==> config.mk <==
export PLATFORM = sky130hd
export DESIGN_NAME = dcache_miss_engine_flat
export DESIGN_NICKNAME = d
export VERILOG_FILES = /design/src/rtl/dcache_pkg.sv /design/src/rtl/dcache_ifs.sv /design/src/rtl/dcache_miss_engine.sv /design/src/flat_wrapper.sv
export SDC_FILE = /design/constraint.sdc
export NUM_CORES = 1
export LEC_CHECK = 0
export ABC_CLOCK_PERIOD_IN_PS = 6570
export BUFFER_PORTS_ARGS = -buffer_cell sky130_fd_sc_hd__clkbuf_2
export CORE_MARGIN = 2
export CORE_UTILIZATION = 29
export CTS_CLUSTER_DIAMETER = 80
export CTS_CLUSTER_SIZE = 8
export DETAILED_ROUTE_END_ITERATION = 8
export GPL_TIMING_DRIVEN = 0
export SYNTH_ARGS = -nofsm -noshare
export SYNTH_HDL_FRONTEND = slang
export SYNTH_SLANG_ARGS = --single-unit
==> constraint.sdc <==
create_clock -name clk -period 6.57 [get_ports clk]
set_input_delay 0 -clock clk [delete_from_list [all_inputs] [get_ports clk]]
set_output_delay 0 -clock clk [all_outputs]
set_load 0.05 [all_outputs]
==> src/rtl/dcache_pkg.sv <==
// shared cache types, geometry defaults and the store merge / load extract helpers

package dcache_pkg;

  typedef logic [31:0] addr_t;
  typedef logic [31:0] word_t;
  typedef logic [1:0]  size_t;
  typedef logic [1:0]  meta_t;

  parameter size_t SIZE_B = 2'd0;
  parameter size_t SIZE_H = 2'd1;
  parameter size_t SIZE_W = 2'd2;

  // bit positions inside meta_t
  parameter int META_VALID = 0;
  parameter int META_DIRTY = 1;

  parameter int DEF_IDX_WIDTH  = 4;
  parameter int DEF_LINE_WORDS = 4;
  // one PLRU bit per set only works for two ways
  parameter int WAY_NUM        = 2;

  // drop store bytes into their lane of the current word
  function automatic word_t store_merge(word_t cur, word_t wdata, size_t size, logic [1:0] ofs);
    word_t res;
    res = cur;
    case (size)
      SIZE_B:  res[{ofs, 3'b000} +: 8] = wdata[7:0];
      SIZE_H:  res[{ofs[1], 4'b0000} +: 16] = wdata[15:0];
      default: res = wdata;
    endcase
    return res;
  endfunction

  // shift the addressed lane down, then sign or zero extend
  function automatic word_t load_extract(word_t word, size_t size, logic [1:0] ofs, logic sign);
    word_t shifted;
    word_t res;
    shifted = word >> {ofs, 3'b000};
    case (size)
      SIZE_B:  res = {{24{sign & shifted[7]}}, shifted[7:0]};
      SIZE_H:  res = {{16{sign & shifted[15]}}, shifted[15:0]};
      default: res = shifted;
    endcase
    return res;
  endfunction

endpackage

==> src/rtl/dcache_ifs.sv <==


interface refill_port_if #(
  parameter int IDX_WIDTH  = dcache_pkg::DEF_IDX_WIDTH,
  parameter int LINE_WORDS = dcache_pkg::DEF_LINE_WORDS
);
  import dcache_pkg::*;
  localparam int TAG_WIDTH = 32 - IDX_WIDTH - $clog2(LINE_WORDS) - 2;

  logic                 we;
  logic                 way;
  logic [IDX_WIDTH-1:0] idx;
  logic [TAG_WIDTH-1:0] tag;
  word_t                line [LINE_WORDS];

  modport engine (output we, way, idx, tag, line);
  modport array  (input  we, way, idx, tag, line);
endinterface

interface miss_if #(
  parameter int LINE_WORDS = dcache_pkg::DEF_LINE_WORDS
);
  import dcache_pkg::*;

  logic  start;
  addr_t miss_addr;
  logic  victim_way;
  logic  victim_dirty;
  addr_t victim_addr;
  word_t victim_line [LINE_WORDS];
  logic  done;

  modport lookup (output start, miss_addr, victim_way, victim_dirty, victim_addr, victim_line,
                  input  done);
  modport engine (input  start, miss_addr, victim_way, victim_dirty, victim_addr, victim_line,
                  output done);
endinterface

==> src/rtl/dcache_miss_engine.sv <==
// miss FSM: dirty victim write-back burst, refill read burst, array fill
`timescale 1ns/1ps

module dcache_miss_engine #(
  parameter int IDX_WIDTH  = dcache_pkg::DEF_IDX_WIDTH,
  parameter int LINE_WORDS = dcache_pkg::DEF_LINE_WORDS
) (
  input  logic              clk,
  input  logic              rst_n,
  output logic              mem_ar_valid_o,
  input  logic              mem_ar_ready_i,
  output dcache_pkg::addr_t mem_ar_addr_o,
  input  logic              mem_r_valid_i,
  input  dcache_pkg::word_t mem_r_data_i,
  input  logic              mem_r_last_i,
  output logic              mem_aw_valid_o,
  input  logic              mem_aw_ready_i,
  output dcache_pkg::addr_t mem_aw_addr_o,
  output logic              mem_w_valid_o,
  input  logic              mem_w_ready_i,
  output dcache_pkg::word_t mem_w_data_o,
  output logic              mem_w_last_o,
  miss_if.engine            miss,
  refill_port_if.engine     rf
);
  import dcache_pkg::*;

  localparam int OFS_BITS  = $clog2(LINE_WORDS) + 2;
  localparam int TAG_WIDTH = 32 - IDX_WIDTH - OFS_BITS;
  localparam int BEAT_BITS = $clog2(LINE_WORDS);
  localparam logic [BEAT_BITS-1:0] LAST_BEAT = BEAT_BITS'(LINE_WORDS - 1);

  typedef enum logic [2:0] {
    IDLE,
    WB_ADDR,
    WB_DATA,
    RD_ADDR,
    RD_DATA,
    FILL
  } state_t;

  state_t               state_q;
  state_t               state_d;
  logic [BEAT_BITS-1:0] beat_q;
  logic                 done_q;
  logic                 way_q;
  addr_t                rd_addr_q;
  addr_t                wb_addr_q;
  word_t                wb_line_q  [LINE_WORDS];
  word_t                fill_buf_q [LINE_WORDS];
  logic                 w_fire;
  logic                 r_fire;
  logic                 last_beat;

  assign last_beat = (beat_q == LAST_BEAT);
  assign w_fire    = mem_w_valid_o && mem_w_ready_i;
  // read data is never back-pressured
  assign r_fire    = (state_q == RD_DATA) && mem_r_valid_i;

  // ======================================================================
  // state machine
  // ======================================================================
  always_comb begin
    state_d = state_q;
    case (state_q)
      IDLE:    if (miss.start) state_d = miss.victim_dirty ? WB_ADDR : RD_ADDR;
      WB_ADDR: if (mem_aw_ready_i) state_d = WB_DATA;
      WB_DATA: if (w_fire && last_beat) state_d = RD_ADDR;
      RD_ADDR: if (mem_ar_ready_i) state_d = RD_DATA;
      RD_DATA: if (r_fire && last_beat) state_d = FILL;
      FILL:    state_d = IDLE;
      default: state_d = IDLE;
    endcase
  end

  always_ff @(posedge clk or negedge rst_n) begin
    if (!rst_n) begin
      state_q <= IDLE;
      beat_q  <= '0;
      done_q  <= 1'b0;
    end else begin
      state_q <= state_d;
      done_q  <= (state_q == FILL);
      // full bursts only, so the counter wraps back to zero
      if (w_fire || r_fire) begin
        beat_q <= beat_q + 1'b1;
      end
    end
  end

  // latched miss context and refill buffer
  always_ff @(posedge clk) begin
    if ((state_q == IDLE) && miss.start) begin
      way_q     <= miss.victim_way;
      rd_addr_q <= miss.miss_addr;
      wb_addr_q <= miss.victim_addr;
      wb_line_q <= miss.victim_line;
    end
    if (r_fire) begin
      fill_buf_q[beat_q] <= mem_r_data_i;
    end
  end

  // ======================================================================
  // memory bus and array fill
  // ======================================================================
  assign mem_aw_valid_o = (state_q == WB_ADDR);
  assign mem_aw_addr_o  = wb_addr_q;
  assign mem_w_valid_o  = (state_q == WB_DATA);
  assign mem_w_data_o   = wb_line_q[beat_q];
  assign mem_w_last_o   = last_beat;
  assign mem_ar_valid_o = (state_q == RD_ADDR);
  assign mem_ar_addr_o  = rd_addr_q;

  assign rf.we   = (state_q == FILL);
  assign rf.way  = way_q;
  assign rf.idx  = rd_addr_q[OFS_BITS +: IDX_WIDTH];
  assign rf.tag  = rd_addr_q[31 -: TAG_WIDTH];
  assign rf.line = fill_buf_q;

  assign miss.done = done_q;

  // memory must close the burst exactly on beat LINE_WORDS
  a_r_last: assert property (@(posedge clk) disable iff (!rst_n)
    r_fire |-> (mem_r_last_i == last_beat));

endmodule

==> src/flat_wrapper.sv <==
// flat-port wrapper written by rule: the top's interface ports become plain ports
module dcache_miss_engine_flat import dcache_pkg::*;
#(
  parameter int IDX_WIDTH  = dcache_pkg::DEF_IDX_WIDTH,
  parameter int LINE_WORDS = dcache_pkg::DEF_LINE_WORDS
)
  (clk, rst_n, mem_ar_valid_o, mem_ar_ready_i, mem_ar_addr_o, mem_r_valid_i, mem_r_data_i, mem_r_last_i, mem_aw_valid_o, mem_aw_ready_i, mem_aw_addr_o, mem_w_valid_o, mem_w_ready_i, mem_w_data_o, mem_w_last_o, miss_start, miss_miss_addr, miss_victim_way, miss_victim_dirty, miss_victim_addr, miss_victim_line, miss_done, rf_we, rf_way, rf_idx, rf_tag, rf_line);
  miss_if #(.LINE_WORDS(LINE_WORDS)) miss_i ();
  refill_port_if #(.IDX_WIDTH(IDX_WIDTH), .LINE_WORDS(LINE_WORDS)) rf_i ();
  input  logic clk;
  input  logic rst_n;
  output logic mem_ar_valid_o;
  input  logic mem_ar_ready_i;
  output dcache_pkg::addr_t mem_ar_addr_o;
  input  logic mem_r_valid_i;
  input  dcache_pkg::word_t mem_r_data_i;
  input  logic mem_r_last_i;
  output logic mem_aw_valid_o;
  input  logic mem_aw_ready_i;
  output dcache_pkg::addr_t mem_aw_addr_o;
  output logic mem_w_valid_o;
  input  logic mem_w_ready_i;
  output dcache_pkg::word_t mem_w_data_o;
  output logic mem_w_last_o;
  input wire logic [$bits(miss_i.start)-1:0] miss_start;
  input wire logic [$bits(miss_i.miss_addr)-1:0] miss_miss_addr;
  input wire logic [$bits(miss_i.victim_way)-1:0] miss_victim_way;
  input wire logic [$bits(miss_i.victim_dirty)-1:0] miss_victim_dirty;
  input wire logic [$bits(miss_i.victim_addr)-1:0] miss_victim_addr;
  input wire logic [$bits(miss_i.victim_line)-1:0] miss_victim_line;
  output wire logic [$bits(miss_i.done)-1:0] miss_done;
  output wire logic [$bits(rf_i.we)-1:0] rf_we;
  output wire logic [$bits(rf_i.way)-1:0] rf_way;
  output wire logic [$bits(rf_i.idx)-1:0] rf_idx;
  output wire logic [$bits(rf_i.tag)-1:0] rf_tag;
  output wire logic [$bits(rf_i.line)-1:0] rf_line;
  assign miss_i.start = miss_start;
  assign miss_i.miss_addr = miss_miss_addr;
  assign miss_i.victim_way = miss_victim_way;
  assign miss_i.victim_dirty = miss_victim_dirty;
  assign miss_i.victim_addr = miss_victim_addr;
  assign miss_i.victim_line = {>>{miss_victim_line}};
  assign miss_done = miss_i.done;
  assign rf_we = rf_i.we;
  assign rf_way = rf_i.way;
  assign rf_idx = rf_i.idx;
  assign rf_tag = rf_i.tag;
  assign rf_line = {>>{rf_i.line}};
  dcache_miss_engine #(.IDX_WIDTH(IDX_WIDTH), .LINE_WORDS(LINE_WORDS)) u_core (.clk(clk), .rst_n(rst_n), .mem_ar_valid_o(mem_ar_valid_o), .mem_ar_ready_i(mem_ar_ready_i), .mem_ar_addr_o(mem_ar_addr_o), .mem_r_valid_i(mem_r_valid_i), .mem_r_data_i(mem_r_data_i), .mem_r_last_i(mem_r_last_i), .mem_aw_valid_o(mem_aw_valid_o), .mem_aw_ready_i(mem_aw_ready_i), .mem_aw_addr_o(mem_aw_addr_o), .mem_w_valid_o(mem_w_valid_o), .mem_w_ready_i(mem_w_ready_i), .mem_w_data_o(mem_w_data_o), .mem_w_last_o(mem_w_last_o), .miss(miss_i), .rf(rf_i));
endmodule
==> impl_metrics.yaml <==
routing:
  drtIter0Drc: 237
  ant_nets: 0
  drt-vias-per-instance: 4.12
  drc: 0
  vias: 7108
  routed_wl_mm: 30.9
  firstDrtPassIters: 4
  wl_per_cell_um: 17.9
grt:
  track_usage_pct: 14.8
  grt_pass1_vias: 7631
  antenna_found_initial: 1
  grt_pass1_wl_mm: 43.7
  overflow: 0
  grt_max_degree: 66
sta:
  finalMaxSlewViolations: 0
  rsz0062_at_grt: "no"
  finalCritPeriodShare_pct: 37.3
  clock_skew_ns: 0.0119
  final.setup.worst_slack_ns: 4.12
  clock.fmax_ghz: 0.408
  finalSetupViolCount: 0
  tightest_slew_ns: 0.868
  slew_headroom_pct: 42.1
  hold_viol_final: 0
  fin_crit_ns: 2.45
synth:
  synth-edff-count: 321
  synth_cells: 428
  synth-seq-cells: 327
  avgSynthCellArea_sq_um: 25.8
  synth_top_area_share_pct: 87.3
  synth_area_leaders: "edfxtp_1 (87%), mux4_2 (6.5%), buf_4 (1.9%)"
  ys.flop_type: "edfxtp_1"
  ys_async_sr_fraction_pct: 1.83
  ys_types: 26
  synth_area_sq_um: 11000
  synthesis.nets: 666
  yosysWarningCount: 0
  yosysTopAreaCell: "edfxtp_1"
  seq_area_frac_synth_pct: 88.6
floorplan:
  ios: 493
  die_h_um: 199
  rows: 71
  coreArea_sq_um: 37600
  die_area_sq_um: 39700
  die_w_um: 199
  initial_utilization_pct: 29.4
cells_and_area:
  final_cell_mix: "clkbuf_2 (491), edfxtp_1 (321), dlygate4sd3_1 (233), clkbuf_16 (47), mux4_2 (32)"
  nFillCells: 3130
  regArea_sq_um: 9790
  nNetsFinal: 1441
  area_growth_pct: 61.0
  fin_cells: 1726
  drive_gt1_share_pct: 50.9
  fin_util_pct: 47.3
  final_common_cell: "clkbuf_2"
  multiInputGateArea_sq_um: 975
placement:
  pre_cts_ws_ns: 4.08
  port_buffers: 491
  gp_congestion: 0.748
  dp.cells: 1433
  place_hpwl_mm: 20.7
clock_tree:
  cts_inserted_buffers: 46
  clkTransAtPathRegs_ns: 0.05
  clock-sinks: 327
  cts_tree: "yes"
  htreeDepth: 2
  cts_resized: 0
  cts_root_buf: "clkbuf_16"
  clk_path_buf_depth: 3
  clk_latency_ns: 0.54
worst_hold_path:
  hold_path.startpoint: "mem_r_valid_i"
  min_path_type: "input port to register"
  holdPathEnd: "u_core.beat_q[0]$_DFFE_PN0P_"
  holdPathStages: 4
pwr:
  cellPowerDensity_nw_per_um2: 379
  leakagePower_uw: 0.00714
  ir_drop_uv: 303
  p_clk_share_pct: 30.7
  power.switching_uw: 2260
  p_comb_share_pct: 29.8
  p_seq_share_pct: 39.5
  p_int_uw: 4470
  sw_frac_of_total_pct: 33.6
setup_path:
  r2r_end: "u_core.rf.line[110]$_DFFE_PP_"
  worst_setup_path_end_kind: "output port"
  rrSetupSlack_ns: 4.17
  worst_setup_path_start_kind: "register"
  cp_data_arrival_time_ns: 2.45
  reg2reg_from: "u_core.beat_q[1]$_DFFE_PN0P_"
  rr_worst_depth: 5
  cp.required_ns: 6.57
  cp_max_fo: 10
  worstSetupPathType: "register to output port"
flow_run:
  maxCapViolations: 0
run_status:
  outcome: "finished, final reports clean"
==> cell usage after synthesis (all sizes together), types with 2 or more instances <==
library cell	number
a31oi	2
and2	7
buf	36
dfrtp	6
edfxtp	321
ha	4
inv	2
mux4	32
nor2	2
nor2b	3
==> cell type report <==
class / instances / area share, %
Tap cell: 511 / 3.60
Inverter: 2 / 0.0422
Antenna cell: 1 / 0.0141
Clock inverter: 1 / 0.0493
Clock buffer: 58 / 6.85
Timing Repair Buffer: 727 / 27.4
Buffer: 37 / 1.57
Multi-Input combinational cell: 62 / 5.48
Sequential cell: 327 / 55.0
==> per-layer routing <==
layer	wire length, um	track usage [%]	share of wire, %
met1	11100	15.8	36
met2	16200	27.3	53
met3	2960	5.35	9.6
met4	618	4.62	2.0
met5	0	0	0
==> power groups by stage <==
stage	Combinational (uW)	Clock (uW)	Sequential, uW
after floorplan	1160	0	2970
after global placement	1860	0	2770
after detailed placement	1900	0	2690
after CTS	2030	2120	2660
after global routing	2110	2200	2680
final	2010	2070	2660
==> what timing repair did <==
action                                 CTS  global route
hold buffers                           233             0
setup buffers                            0             0
endpoints found under the hold margin  332             0
==> kinds of logic after synthesis <==
| logic type | Yosys count | share of synthesized area [%] |
|---|---|---|
| compound gates | 7 | 0.521 |
| xor+xnor | 1 | 0.0793 |
| fa+ha+maj | 4 | 0.453 |
| buf+inv | 39 | 2.59 |
| flops | 327 | 88.6 |
| mux | 34 | 6.75 |
| simple gates | 16 | 0.952 |
==> stage by stage <==
step	instance area [sq um]	power (uW)	setup TNS (ns)	hold slack [ns]
after CTS	17800	6800	0	0.00948
after global routing	17800	6980	0	0.0379
after floorplan	11000	4130	0	-0.296
final	17800	6730	0	0.0436
after global placement	14100	4630	-189.75	-0.151
after detailed placement	14200	4600	0	-0.150
==> registers in the layout, indices dropped and copies added, names as in the netlist <==
signal and cells:
u_core.mem_ar_addr_o 32, u_core.mem_aw_addr_o 32, u_core.state_q 3, u_core.wb_line_q 128, u_core.beat_q 2, u_core.rf.line 128
u_core.miss.done 1, u_core.rf.way 1
==> critical path, cell delays in order (launching register included) <==
cell and delay [ns]:
dfrtp_1 0.37, clkbuf_1 0.49, buf_2 0.41, mux4_2 0.37, clkbuf_2 0.26
==> worst max-delay path by stage <==
stage | start | endpoint | slack (ns) | cells after the start
after floorplan | u_core.state_q[2]$_DFFE_PN0P_ | u_core.mem_ar_addr_o[0]$_DFFE_PP_ | 1.0 | 2
after global placement | u_core.state_q[2]$_DFFE_PN0P_ | u_core.mem_ar_addr_o[9]$_DFFE_PP_ | -1.0 | 2
after detailed placement | u_core.beat_q[1]$_DFFE_PN0P_ | u_core.rf.line[99]$_DFFE_PP_ | 4.08 | 5
after CTS | u_core.beat_q[1]$_DFFE_PN0P_ | mem_w_data_o[21] | 3.97 | 4
after global routing | u_core.beat_q[1]$_DFFE_PN0P_ | mem_w_data_o[21] | 3.94 | 4
final | u_core.beat_q[1]$_DFFE_PN0P_ | mem_w_data_o[3] | 4.12 | 4
(Power assumes the default switching activity.)
