**config.mk**
```make
export PLATFORM = sky130hd
export DESIGN_NAME = dcache_lookup_flat
export DESIGN_NICKNAME = d
export VERILOG_FILES = /design/src/rtl/dcache_pkg.sv /design/src/rtl/dcache_ifs.sv /design/src/rtl/dcache_lookup.sv /design/src/flat_wrapper.sv
export SDC_FILE = /design/constraint.sdc
export NUM_CORES = 1
export LEC_CHECK = 0
export BUFFER_PORTS_ARGS = -buffer_cell sky130_fd_sc_hd__buf_2
export CAP_MARGIN = 15
export CORE_AREA = 3 3 286 288
export CTS_CLUSTER_SIZE = 24
export DETAILED_ROUTE_END_ITERATION = 10
export DIE_AREA = 0 0 289 291
export SLEW_MARGIN = 30
export SYNTH_ARGS = -nofsm -noshare
export SYNTH_HDL_FRONTEND = slang
export SYNTH_SLANG_ARGS = --single-unit
```
**constraint.sdc**
```tcl
create_clock -name clk -period 4.65 [get_ports clk]
set_clock_uncertainty 0.1 [all_clocks]
set_input_delay 0.2325 -clock clk [delete_from_list [all_inputs] [get_ports clk]]
set_output_delay 0.2325 -clock clk [all_outputs]
set_load 0.005 [all_outputs]
```
**src/rtl/dcache_pkg.sv**
```systemverilog
// shared cache types, geometry defaults and the store merge / load extract helpers

package dcache_pkg;

  typedef logic [31:0] addr_t;
  typedef logic [31:0] word_t;
  typedef logic [1:0]  size_t;
  typedef logic [1:0]  meta_t;

  parameter size_t SIZE_B = 2'd0;
  parameter size_t SIZE_H = 2'd1;
  parameter size_t SIZE_W = 2'd2;

  // bit positions inside meta_t
  parameter int META_VALID = 0;
  parameter int META_DIRTY = 1;

  parameter int DEF_IDX_WIDTH  = 4;
  parameter int DEF_LINE_WORDS = 4;
  // one PLRU bit per set only works for two ways
  parameter int WAY_NUM        = 2;

  // drop store bytes into their lane of the current word
  function automatic word_t store_merge(word_t cur, word_t wdata, size_t size, logic [1:0] ofs);
    word_t res;
    res = cur;
    case (size)
      SIZE_B:  res[{ofs, 3'b000} +: 8] = wdata[7:0];
      SIZE_H:  res[{ofs[1], 4'b0000} +: 16] = wdata[15:0];
      default: res = wdata;
    endcase
    return res;
  endfunction

  // shift the addressed lane down, then sign or zero extend
  function automatic word_t load_extract(word_t word, size_t size, logic [1:0] ofs, logic sign);
    word_t shifted;
    word_t res;
    shifted = word >> {ofs, 3'b000};
    case (size)
      SIZE_B:  res = {{24{sign & shifted[7]}}, shifted[7:0]};
      SIZE_H:  res = {{16{sign & shifted[15]}}, shifted[15:0]};
      default: res = shifted;
    endcase
    return res;
  endfunction

endpackage

```
**src/rtl/dcache_ifs.sv**
```systemverilog
// internal cache interfaces: array lookup port, array refill port, miss hand-off
`timescale 1ns/1ps

interface lookup_port_if #(
  parameter int IDX_WIDTH  = dcache_pkg::DEF_IDX_WIDTH,
  parameter int LINE_WORDS = dcache_pkg::DEF_LINE_WORDS
);
  import dcache_pkg::*;
  localparam int TAG_WIDTH = 32 - IDX_WIDTH - $clog2(LINE_WORDS) - 2;

  logic [IDX_WIDTH-1:0] rd_idx;
  logic                 hit_we;
  logic                 wr_way;
  word_t                wr_line [LINE_WORDS];
  logic                 plru_upd;
  logic [TAG_WIDTH-1:0] rd_tag  [WAY_NUM];
  meta_t                rd_meta [WAY_NUM];
  word_t                rd_line [WAY_NUM][LINE_WORDS];
  logic                 rd_plru;

  modport lookup (output rd_idx, hit_we, wr_way, wr_line, plru_upd,
                  input  rd_tag, rd_meta, rd_line, rd_plru);
  modport array  (input  rd_idx, hit_we, wr_way, wr_line, plru_upd,
                  output rd_tag, rd_meta, rd_line, rd_plru);
endinterface


interface miss_if #(
  parameter int LINE_WORDS = dcache_pkg::DEF_LINE_WORDS
);
  import dcache_pkg::*;

  logic  start;
  addr_t miss_addr;
  logic  victim_way;
  logic  victim_dirty;
  addr_t victim_addr;
  word_t victim_line [LINE_WORDS];
  logic  done;

  modport lookup (output start, miss_addr, victim_way, victim_dirty, victim_addr, victim_line,
                  input  done);
  modport engine (input  start, miss_addr, victim_way, victim_dirty, victim_addr, victim_line,
                  output done);
endinterface

```
**src/rtl/dcache_lookup.sv**
```systemverilog
// request pipeline: tag compare, store merge on hit, load formatting, miss hand-off
`timescale 1ns/1ps

module dcache_lookup #(
  parameter int IDX_WIDTH  = dcache_pkg::DEF_IDX_WIDTH,
  parameter int LINE_WORDS = dcache_pkg::DEF_LINE_WORDS
) (
  input  logic              clk,
  input  logic              rst_n,
  input  logic              req_valid_i,
  output logic              req_ready_o,
  input  logic              req_write_i,
  input  dcache_pkg::addr_t req_addr_i,
  input  dcache_pkg::size_t req_size_i,
  input  logic              req_signed_i,
  input  dcache_pkg::word_t req_wdata_i,
  output logic              rsp_valid_o,
  output dcache_pkg::word_t rsp_rdata_o,
  lookup_port_if.lookup     arr,
  miss_if.lookup            miss
);
  import dcache_pkg::*;

  localparam int OFS_BITS  = $clog2(LINE_WORDS) + 2;
  localparam int TAG_WIDTH = 32 - IDX_WIDTH - OFS_BITS;

  // stage 1 request
  logic  s1_valid;
  logic  s1_write;
  addr_t s1_addr;
  size_t s1_size;
  logic  s1_signed;
  word_t s1_wdata;

  logic [IDX_WIDTH-1:0] s1_idx;
  logic [TAG_WIDTH-1:0] s1_tag;
  logic [OFS_BITS-3:0]  s1_word;
  logic [WAY_NUM-1:0]   hit_vec;
  logic                 hit_way;
  logic                 s1_hit;
  logic                 miss_wait;
  logic                 victim_way;
  word_t                hit_word;
  logic                 accept;
  logic                 req_aligned;

  assign s1_idx  = s1_addr[OFS_BITS +: IDX_WIDTH];
  assign s1_tag  = s1_addr[31 -: TAG_WIDTH];
  assign s1_word = s1_addr[2 +: OFS_BITS-2];

  // ======================================================================
  // tag compare
  // ======================================================================
  always_comb begin
    for (int w = 0; w < WAY_NUM; w++) begin
      hit_vec[w] = arr.rd_meta[w][META_VALID] && (arr.rd_tag[w] == s1_tag);
    end
  end

  assign hit_way  = hit_vec[1];
  assign hit_word = arr.rd_line[hit_way][s1_word];
  // held off while a refill is outstanding, the retry hits after done
  assign s1_hit   = s1_valid && (|hit_vec) && !miss_wait;

  assign req_ready_o = !s1_valid || s1_hit;
  assign accept      = req_valid_i && req_ready_o;

  // array port, stores land at the edge that retires stage 1
  assign arr.rd_idx   = s1_idx;
  assign arr.hit_we   = s1_hit && s1_write;
  assign arr.wr_way   = hit_way;
  assign arr.plru_upd = s1_hit;

  always_comb begin
    arr.wr_line          = arr.rd_line[hit_way];
    arr.wr_line[s1_word] = store_merge(hit_word, s1_wdata, s1_size, s1_addr[1:0]);
  end

  // ======================================================================
  // victim choice and miss hand-off
  // ======================================================================
  // free way first, otherwise the PLRU pick
  always_comb begin
    if (!arr.rd_meta[0][META_VALID]) begin
      victim_way = 1'b0;
    end else if (!arr.rd_meta[1][META_VALID]) begin
      victim_way = 1'b1;
    end else begin
      victim_way = arr.rd_plru;
    end
  end

  assign miss.start        = s1_valid && !(|hit_vec) && !miss_wait;
  assign miss.miss_addr    = {s1_tag, s1_idx, {OFS_BITS{1'b0}}};
  assign miss.victim_way   = victim_way;
  assign miss.victim_dirty = arr.rd_meta[victim_way][META_VALID] &&
                             arr.rd_meta[victim_way][META_DIRTY];
  assign miss.victim_addr  = {arr.rd_tag[victim_way], s1_idx, {OFS_BITS{1'b0}}};
  assign miss.victim_line  = arr.rd_line[victim_way];

  // ======================================================================
  // pipeline registers
  // ======================================================================
  always_ff @(posedge clk or negedge rst_n) begin
    if (!rst_n) begin
      s1_valid    <= 1'b0;
      miss_wait   <= 1'b0;
      rsp_valid_o <= 1'b0;
    end else begin
      if (accept) begin
        s1_valid <= 1'b1;
      end else if (s1_hit) begin
        s1_valid <= 1'b0;
      end
      if (miss.start) begin
        miss_wait <= 1'b1;
      end else if (miss.done) begin
        miss_wait <= 1'b0;
      end
      rsp_valid_o <= s1_hit;
    end
  end

  always_ff @(posedge clk) begin
    if (accept) begin
      s1_write  <= req_write_i;
      s1_addr   <= req_addr_i;
      s1_size   <= req_size_i;
      s1_signed <= req_signed_i;
      s1_wdata  <= req_wdata_i;
    end
    // stage 2 response word
    if (s1_hit) begin
      rsp_rdata_o <= load_extract(hit_word, s1_size, s1_addr[1:0], s1_signed);
    end
  end

  always_comb begin
    case (req_size_i)
      SIZE_B:  req_aligned = 1'b1;
      SIZE_H:  req_aligned = !req_addr_i[0];
      default: req_aligned = (req_addr_i[1:0] == 2'b00);
    endcase
  end

  // the core never issues misaligned accesses
  a_req_aligned: assert property (@(posedge clk) disable iff (!rst_n)
    accept |-> req_aligned);

  // the engine answers only an outstanding start
  a_done_owned: assert property (@(posedge clk) disable iff (!rst_n)
    miss.done |-> miss_wait && !miss.start);

endmodule

```
**src/flat_wrapper.sv**
```systemverilog
// flat-port wrapper written by rule: the top's interface ports become plain ports
module dcache_lookup_flat import dcache_pkg::*;
#(
  parameter int IDX_WIDTH  = dcache_pkg::DEF_IDX_WIDTH,
  parameter int LINE_WORDS = dcache_pkg::DEF_LINE_WORDS
)
  (clk, rst_n, req_valid_i, req_ready_o, req_write_i, req_addr_i, req_size_i, req_signed_i, req_wdata_i, rsp_valid_o, rsp_rdata_o, arr_rd_idx, arr_hit_we, arr_wr_way, arr_wr_line, arr_plru_upd, arr_rd_tag, arr_rd_meta, arr_rd_line, arr_rd_plru, miss_start, miss_miss_addr, miss_victim_way, miss_victim_dirty, miss_victim_addr, miss_victim_line, miss_done);
  lookup_port_if #(.IDX_WIDTH(IDX_WIDTH), .LINE_WORDS(LINE_WORDS)) arr_i ();
  miss_if #(.LINE_WORDS(LINE_WORDS)) miss_i ();
  input  logic clk;
  input  logic rst_n;
  input  logic req_valid_i;
  output logic req_ready_o;
  input  logic req_write_i;
  input  dcache_pkg::addr_t req_addr_i;
  input  dcache_pkg::size_t req_size_i;
  input  logic req_signed_i;
  input  dcache_pkg::word_t req_wdata_i;
  output logic rsp_valid_o;
  output dcache_pkg::word_t rsp_rdata_o;
  output wire logic [$bits(arr_i.rd_idx)-1:0] arr_rd_idx;
  output wire logic [$bits(arr_i.hit_we)-1:0] arr_hit_we;
  output wire logic [$bits(arr_i.wr_way)-1:0] arr_wr_way;
  output wire logic [$bits(arr_i.wr_line)-1:0] arr_wr_line;
  output wire logic [$bits(arr_i.plru_upd)-1:0] arr_plru_upd;
  input wire logic [$bits(arr_i.rd_tag)-1:0] arr_rd_tag;
  input wire logic [$bits(arr_i.rd_meta)-1:0] arr_rd_meta;
  input wire logic [$bits(arr_i.rd_line)-1:0] arr_rd_line;
  input wire logic [$bits(arr_i.rd_plru)-1:0] arr_rd_plru;
  output wire logic [$bits(miss_i.start)-1:0] miss_start;
  output wire logic [$bits(miss_i.miss_addr)-1:0] miss_miss_addr;
  output wire logic [$bits(miss_i.victim_way)-1:0] miss_victim_way;
  output wire logic [$bits(miss_i.victim_dirty)-1:0] miss_victim_dirty;
  output wire logic [$bits(miss_i.victim_addr)-1:0] miss_victim_addr;
  output wire logic [$bits(miss_i.victim_line)-1:0] miss_victim_line;
  input wire logic [$bits(miss_i.done)-1:0] miss_done;
  assign arr_rd_idx = arr_i.rd_idx;
  assign arr_hit_we = arr_i.hit_we;
  assign arr_wr_way = arr_i.wr_way;
  assign arr_wr_line = {>>{arr_i.wr_line}};
  assign arr_plru_upd = arr_i.plru_upd;
  assign arr_i.rd_tag = {>>{arr_rd_tag}};
  assign arr_i.rd_meta = {>>{arr_rd_meta}};
  assign arr_i.rd_line = {>>{arr_rd_line}};
  assign arr_i.rd_plru = arr_rd_plru;
  assign miss_start = miss_i.start;
  assign miss_miss_addr = miss_i.miss_addr;
  assign miss_victim_way = miss_i.victim_way;
  assign miss_victim_dirty = miss_i.victim_dirty;
  assign miss_victim_addr = miss_i.victim_addr;
  assign miss_victim_line = {>>{miss_i.victim_line}};
  assign miss_i.done = miss_done;
  dcache_lookup #(.IDX_WIDTH(IDX_WIDTH), .LINE_WORDS(LINE_WORDS)) u_core (.clk(clk), .rst_n(rst_n), .req_valid_i(req_valid_i), .req_ready_o(req_ready_o), .req_write_i(req_write_i), .req_addr_i(req_addr_i), .req_size_i(req_size_i), .req_signed_i(req_signed_i), .req_wdata_i(req_wdata_i), .rsp_valid_o(rsp_valid_o), .rsp_rdata_o(rsp_rdata_o), .arr(arr_i), .miss(miss_i));
endmodule
```
==> reports/metrics.yaml <==
routed_wl_um: 100000
hold_violations: 0
synth_edf_count: 100
drt_iter0_drc: 1092
final_core_util_pct: 22.5
synthAdderAreaFrac_pct: 0.538
r2r_slack_ns: 0.49
synth_cells: 1648
fin_crit_sh_pct: 98.3
clock_path_buffers: 2
cts_tree: "yes"
peakVddDrop_mv: 0.156
cts_buffers: 9
routedWlPerCell_um: 28.9
syn_area_um2: 11600
dr_total_vias: 15845
grt_overflow: 0
hp-class: "in -> async"
synth_top_family_by_area: "simple AND/OR/NAND/NOR gates"
maxSlewHeadroom_pct: 32.5
synth_top_cell_area_share_pct: 25.8
die_x_um: 289
arrival_ns: 4.24
grt_setup_unrepaired: "false"
start_util_pct: 14.7
area_delta_synth_final_pct: 52.9
layout_commonest_cell: "buf_2"
crit_required_ns: 4.32
maxCapViolations: 0
final_cell_mix: "buf_2, nand2_1, edfxtp_1"
avgViaCountPerCell: 4.58
synth.distinct_cells: 62
setup_ws_ns: 0.0808
avgSynthCellArea_um2: 7.06
dp_slack_ns: -0.174
die_h_um: 291
clkSinkCount: 103
power_density_nw_per_um2: 162
path_clk_slew_ns: 0.09
dpl_cell_area_um2: 16600
pin_count: 745
clockRootBuffer: "clkbuf_16"
ys_seq_area_share_pct: 26.5
finalInstanceArea_um2: 17800
synth_seq_cells: 103
start_kind: "register"
slew_viol_final: 0
r2r-start: "u_core.s1_addr[25]"
grt_pass1_wl_um: 132000
dpl.hpwl_um: 84000
ant_nets: 0
status: "finished clean"
drc: 0
path_max_fanout: 78
crit_start: "u_core.s1_addr[25]"
fin_crit_ns: 4.57
path_class: "reg -> out"
clkLatencyLatePin_ns: 0.39
synth-compound-area-share_pct: 22.6
worst_pin_slew_ns: 1.01
synth_ff_type: "edfxtp_1"
dieArea_um2: 84100
coreArea_um2: 79100
yosysWarnings: 0
synthSimpleGateAreaFrac_pct: 29.1
finalSetupViolations: 0
antenna_found_initial: 20
critPathCaptureType: "primary output"
muxShareOfSynthArea_pct: 8.85
yosys.area.top_type: "edfxtp_1"
grt_max_degree: 153
synth_xor_area_share_pct: 3.61
grt_pass1_vias: 15792
htree_levels: 3
power_leakage_uw: 0.00877
port_buffers: 736
final_nets: 2786
layout-drive-gt1-share_pct: 37.8
rows: 103
grt.total_usage_pct: 22.7
synthArstFlopShare_pct: 2.91
first_pass_iters: 6
routabilityCongestion: 0.903
synth_area_leaders: "edfxtp_1, nand2_1, mux2i_1"
max_freq_mhz: 219
## state kept, by name, summed over array words and instances (netlist names)
name	count
u_core.rsp_valid_o	1
u_core.s1_write	1
u_core.miss_wait	1
u_core.rsp_rdata_o	32
u_core.s1_signed	1
u_core.s1_wdata	32
u_core.s1_size	2
u_core.s1_addr	32
u_core.s1_valid	1
## power breakdown
| part | internal (µW) | leakage, µW | switching, µW | total (µW) |
|---|---|---|---|---|
| clock network | 389 | 0.000152 | 459 | 848 |
| logic | 417 | 0.00768 | 595 | 1010 |
| registers | 1020 | 0.000936 | 5.91 | 1020 |
| total | 1820 | 0.00877 | 1060 | 2880 |
## worst max-delay path, cell delays in order, from the launching register on
cell	delay, ns
edfxtp_1	0.44
xor2_1	0.43
nor3_2	0.06
buf_4	0.18
and3_4	0.18
nand2_8	0.11
buf_12	0.39
mux2i_1	0.75
o211ai_1	0.18
a22o_1	0.25
buf_4	0.18
o21ai_0	0.41
buf_2	0.20
## layer usage
layer | track usage [%] | routed length (µm) | part of all wire [%]
met4 | 6.09 | 2820 | 2.8
met2 | 42.2 | 51600 | 52
met3 | 4.89 | 7650 | 7.6
met5 | 0 | 92 | 0.092
met1 | 25.9 | 37900 | 38
## logic make-up after synthesis
kind of cell               Yosys count
AOI/OAI and AO/OA                  390
xor gates and xnor gates            48
adders and majority gates            5
buffers and inverters              204
DFF                                103
muxes                               89
other                                1
and+or+nand+nor                    808
## cell usage after synthesis (6+ instances only)
cell      count
o221ai_1     11
a21boi_0     16
o211ai_1     13
nor4_2        7
xor2_1       28
a211oi_1     52
nor2b_1       9
clkbuf_1     91
or4_1         7
buf_6         8
a21o_1       12
nor2_1       77
and3_1       35
a21oi_1      99
a22oi_1      24
buf_2        16
a21boi_1     13
o21ai_1      13
o22ai_1      15
xnor2_1      20
inv_1        31
mux2i_1      68
o21ai_0      42
mux4_2       10
mux2_2       11
nand2_1     614
a211o_1       7
buf_1         8
edfxtp_1    100
nand4_1      12
a222oi_1     20
a32oi_1       7
nor4_1        6
buf_4        47
a31oi_1      28
nand3_1      13
## metrics by stage
step	power (µW)	setup TNS [ns]	hold slack [ns]	instances
after floorplan	1380	0	-0.163	1655
after global placement	2010	-0.608	-0.0660	3364
after detailed placement	2010	-0.548	-0.0665	3367
after CTS	2940	-0.0319	0.0418	3453
after global routing	3040	0	0.0605	3457
final	2880	0	0.0794	3462
## area by class of cell
cell class / instances / area, µm²
Multi-Input combinational cell: 1348 / 7680
Sequential cell: 103 / 3080
Clock inverter: 7 / 88.8
Timing Repair Buffer: 904 / 5240
Tap cell: 1050 / 1310
Clock buffer: 9 / 225
Fill cell: 9003 / 61300
Antenna cell: 7 / 17.5
Inverter: 34 / 145
## timing repair
item / in CTS / in global routing
endpoints found under the setup margin: 42 / 20
hold buffers: 70 / 0
endpoints found under the hold margin: 72 / 0
buffers inserted: 0 / 1
resized for setup: 9 / 10
pin swaps: 1 / 4
## final timing paths
kind	depth (start not counted)	endpoint
max reg2reg	11	u_core.rsp_rdata_o[0]
min in group clk	3	u_core.miss_wait
min	2	u_core.s1_valid
max in group asynchronous	2	u_core.rsp_valid_o
max	12	arr_wr_line[80]
min reg2reg	1	u_core.rsp_valid_o
No activity file was read; power rests on OpenSTA's default activity.
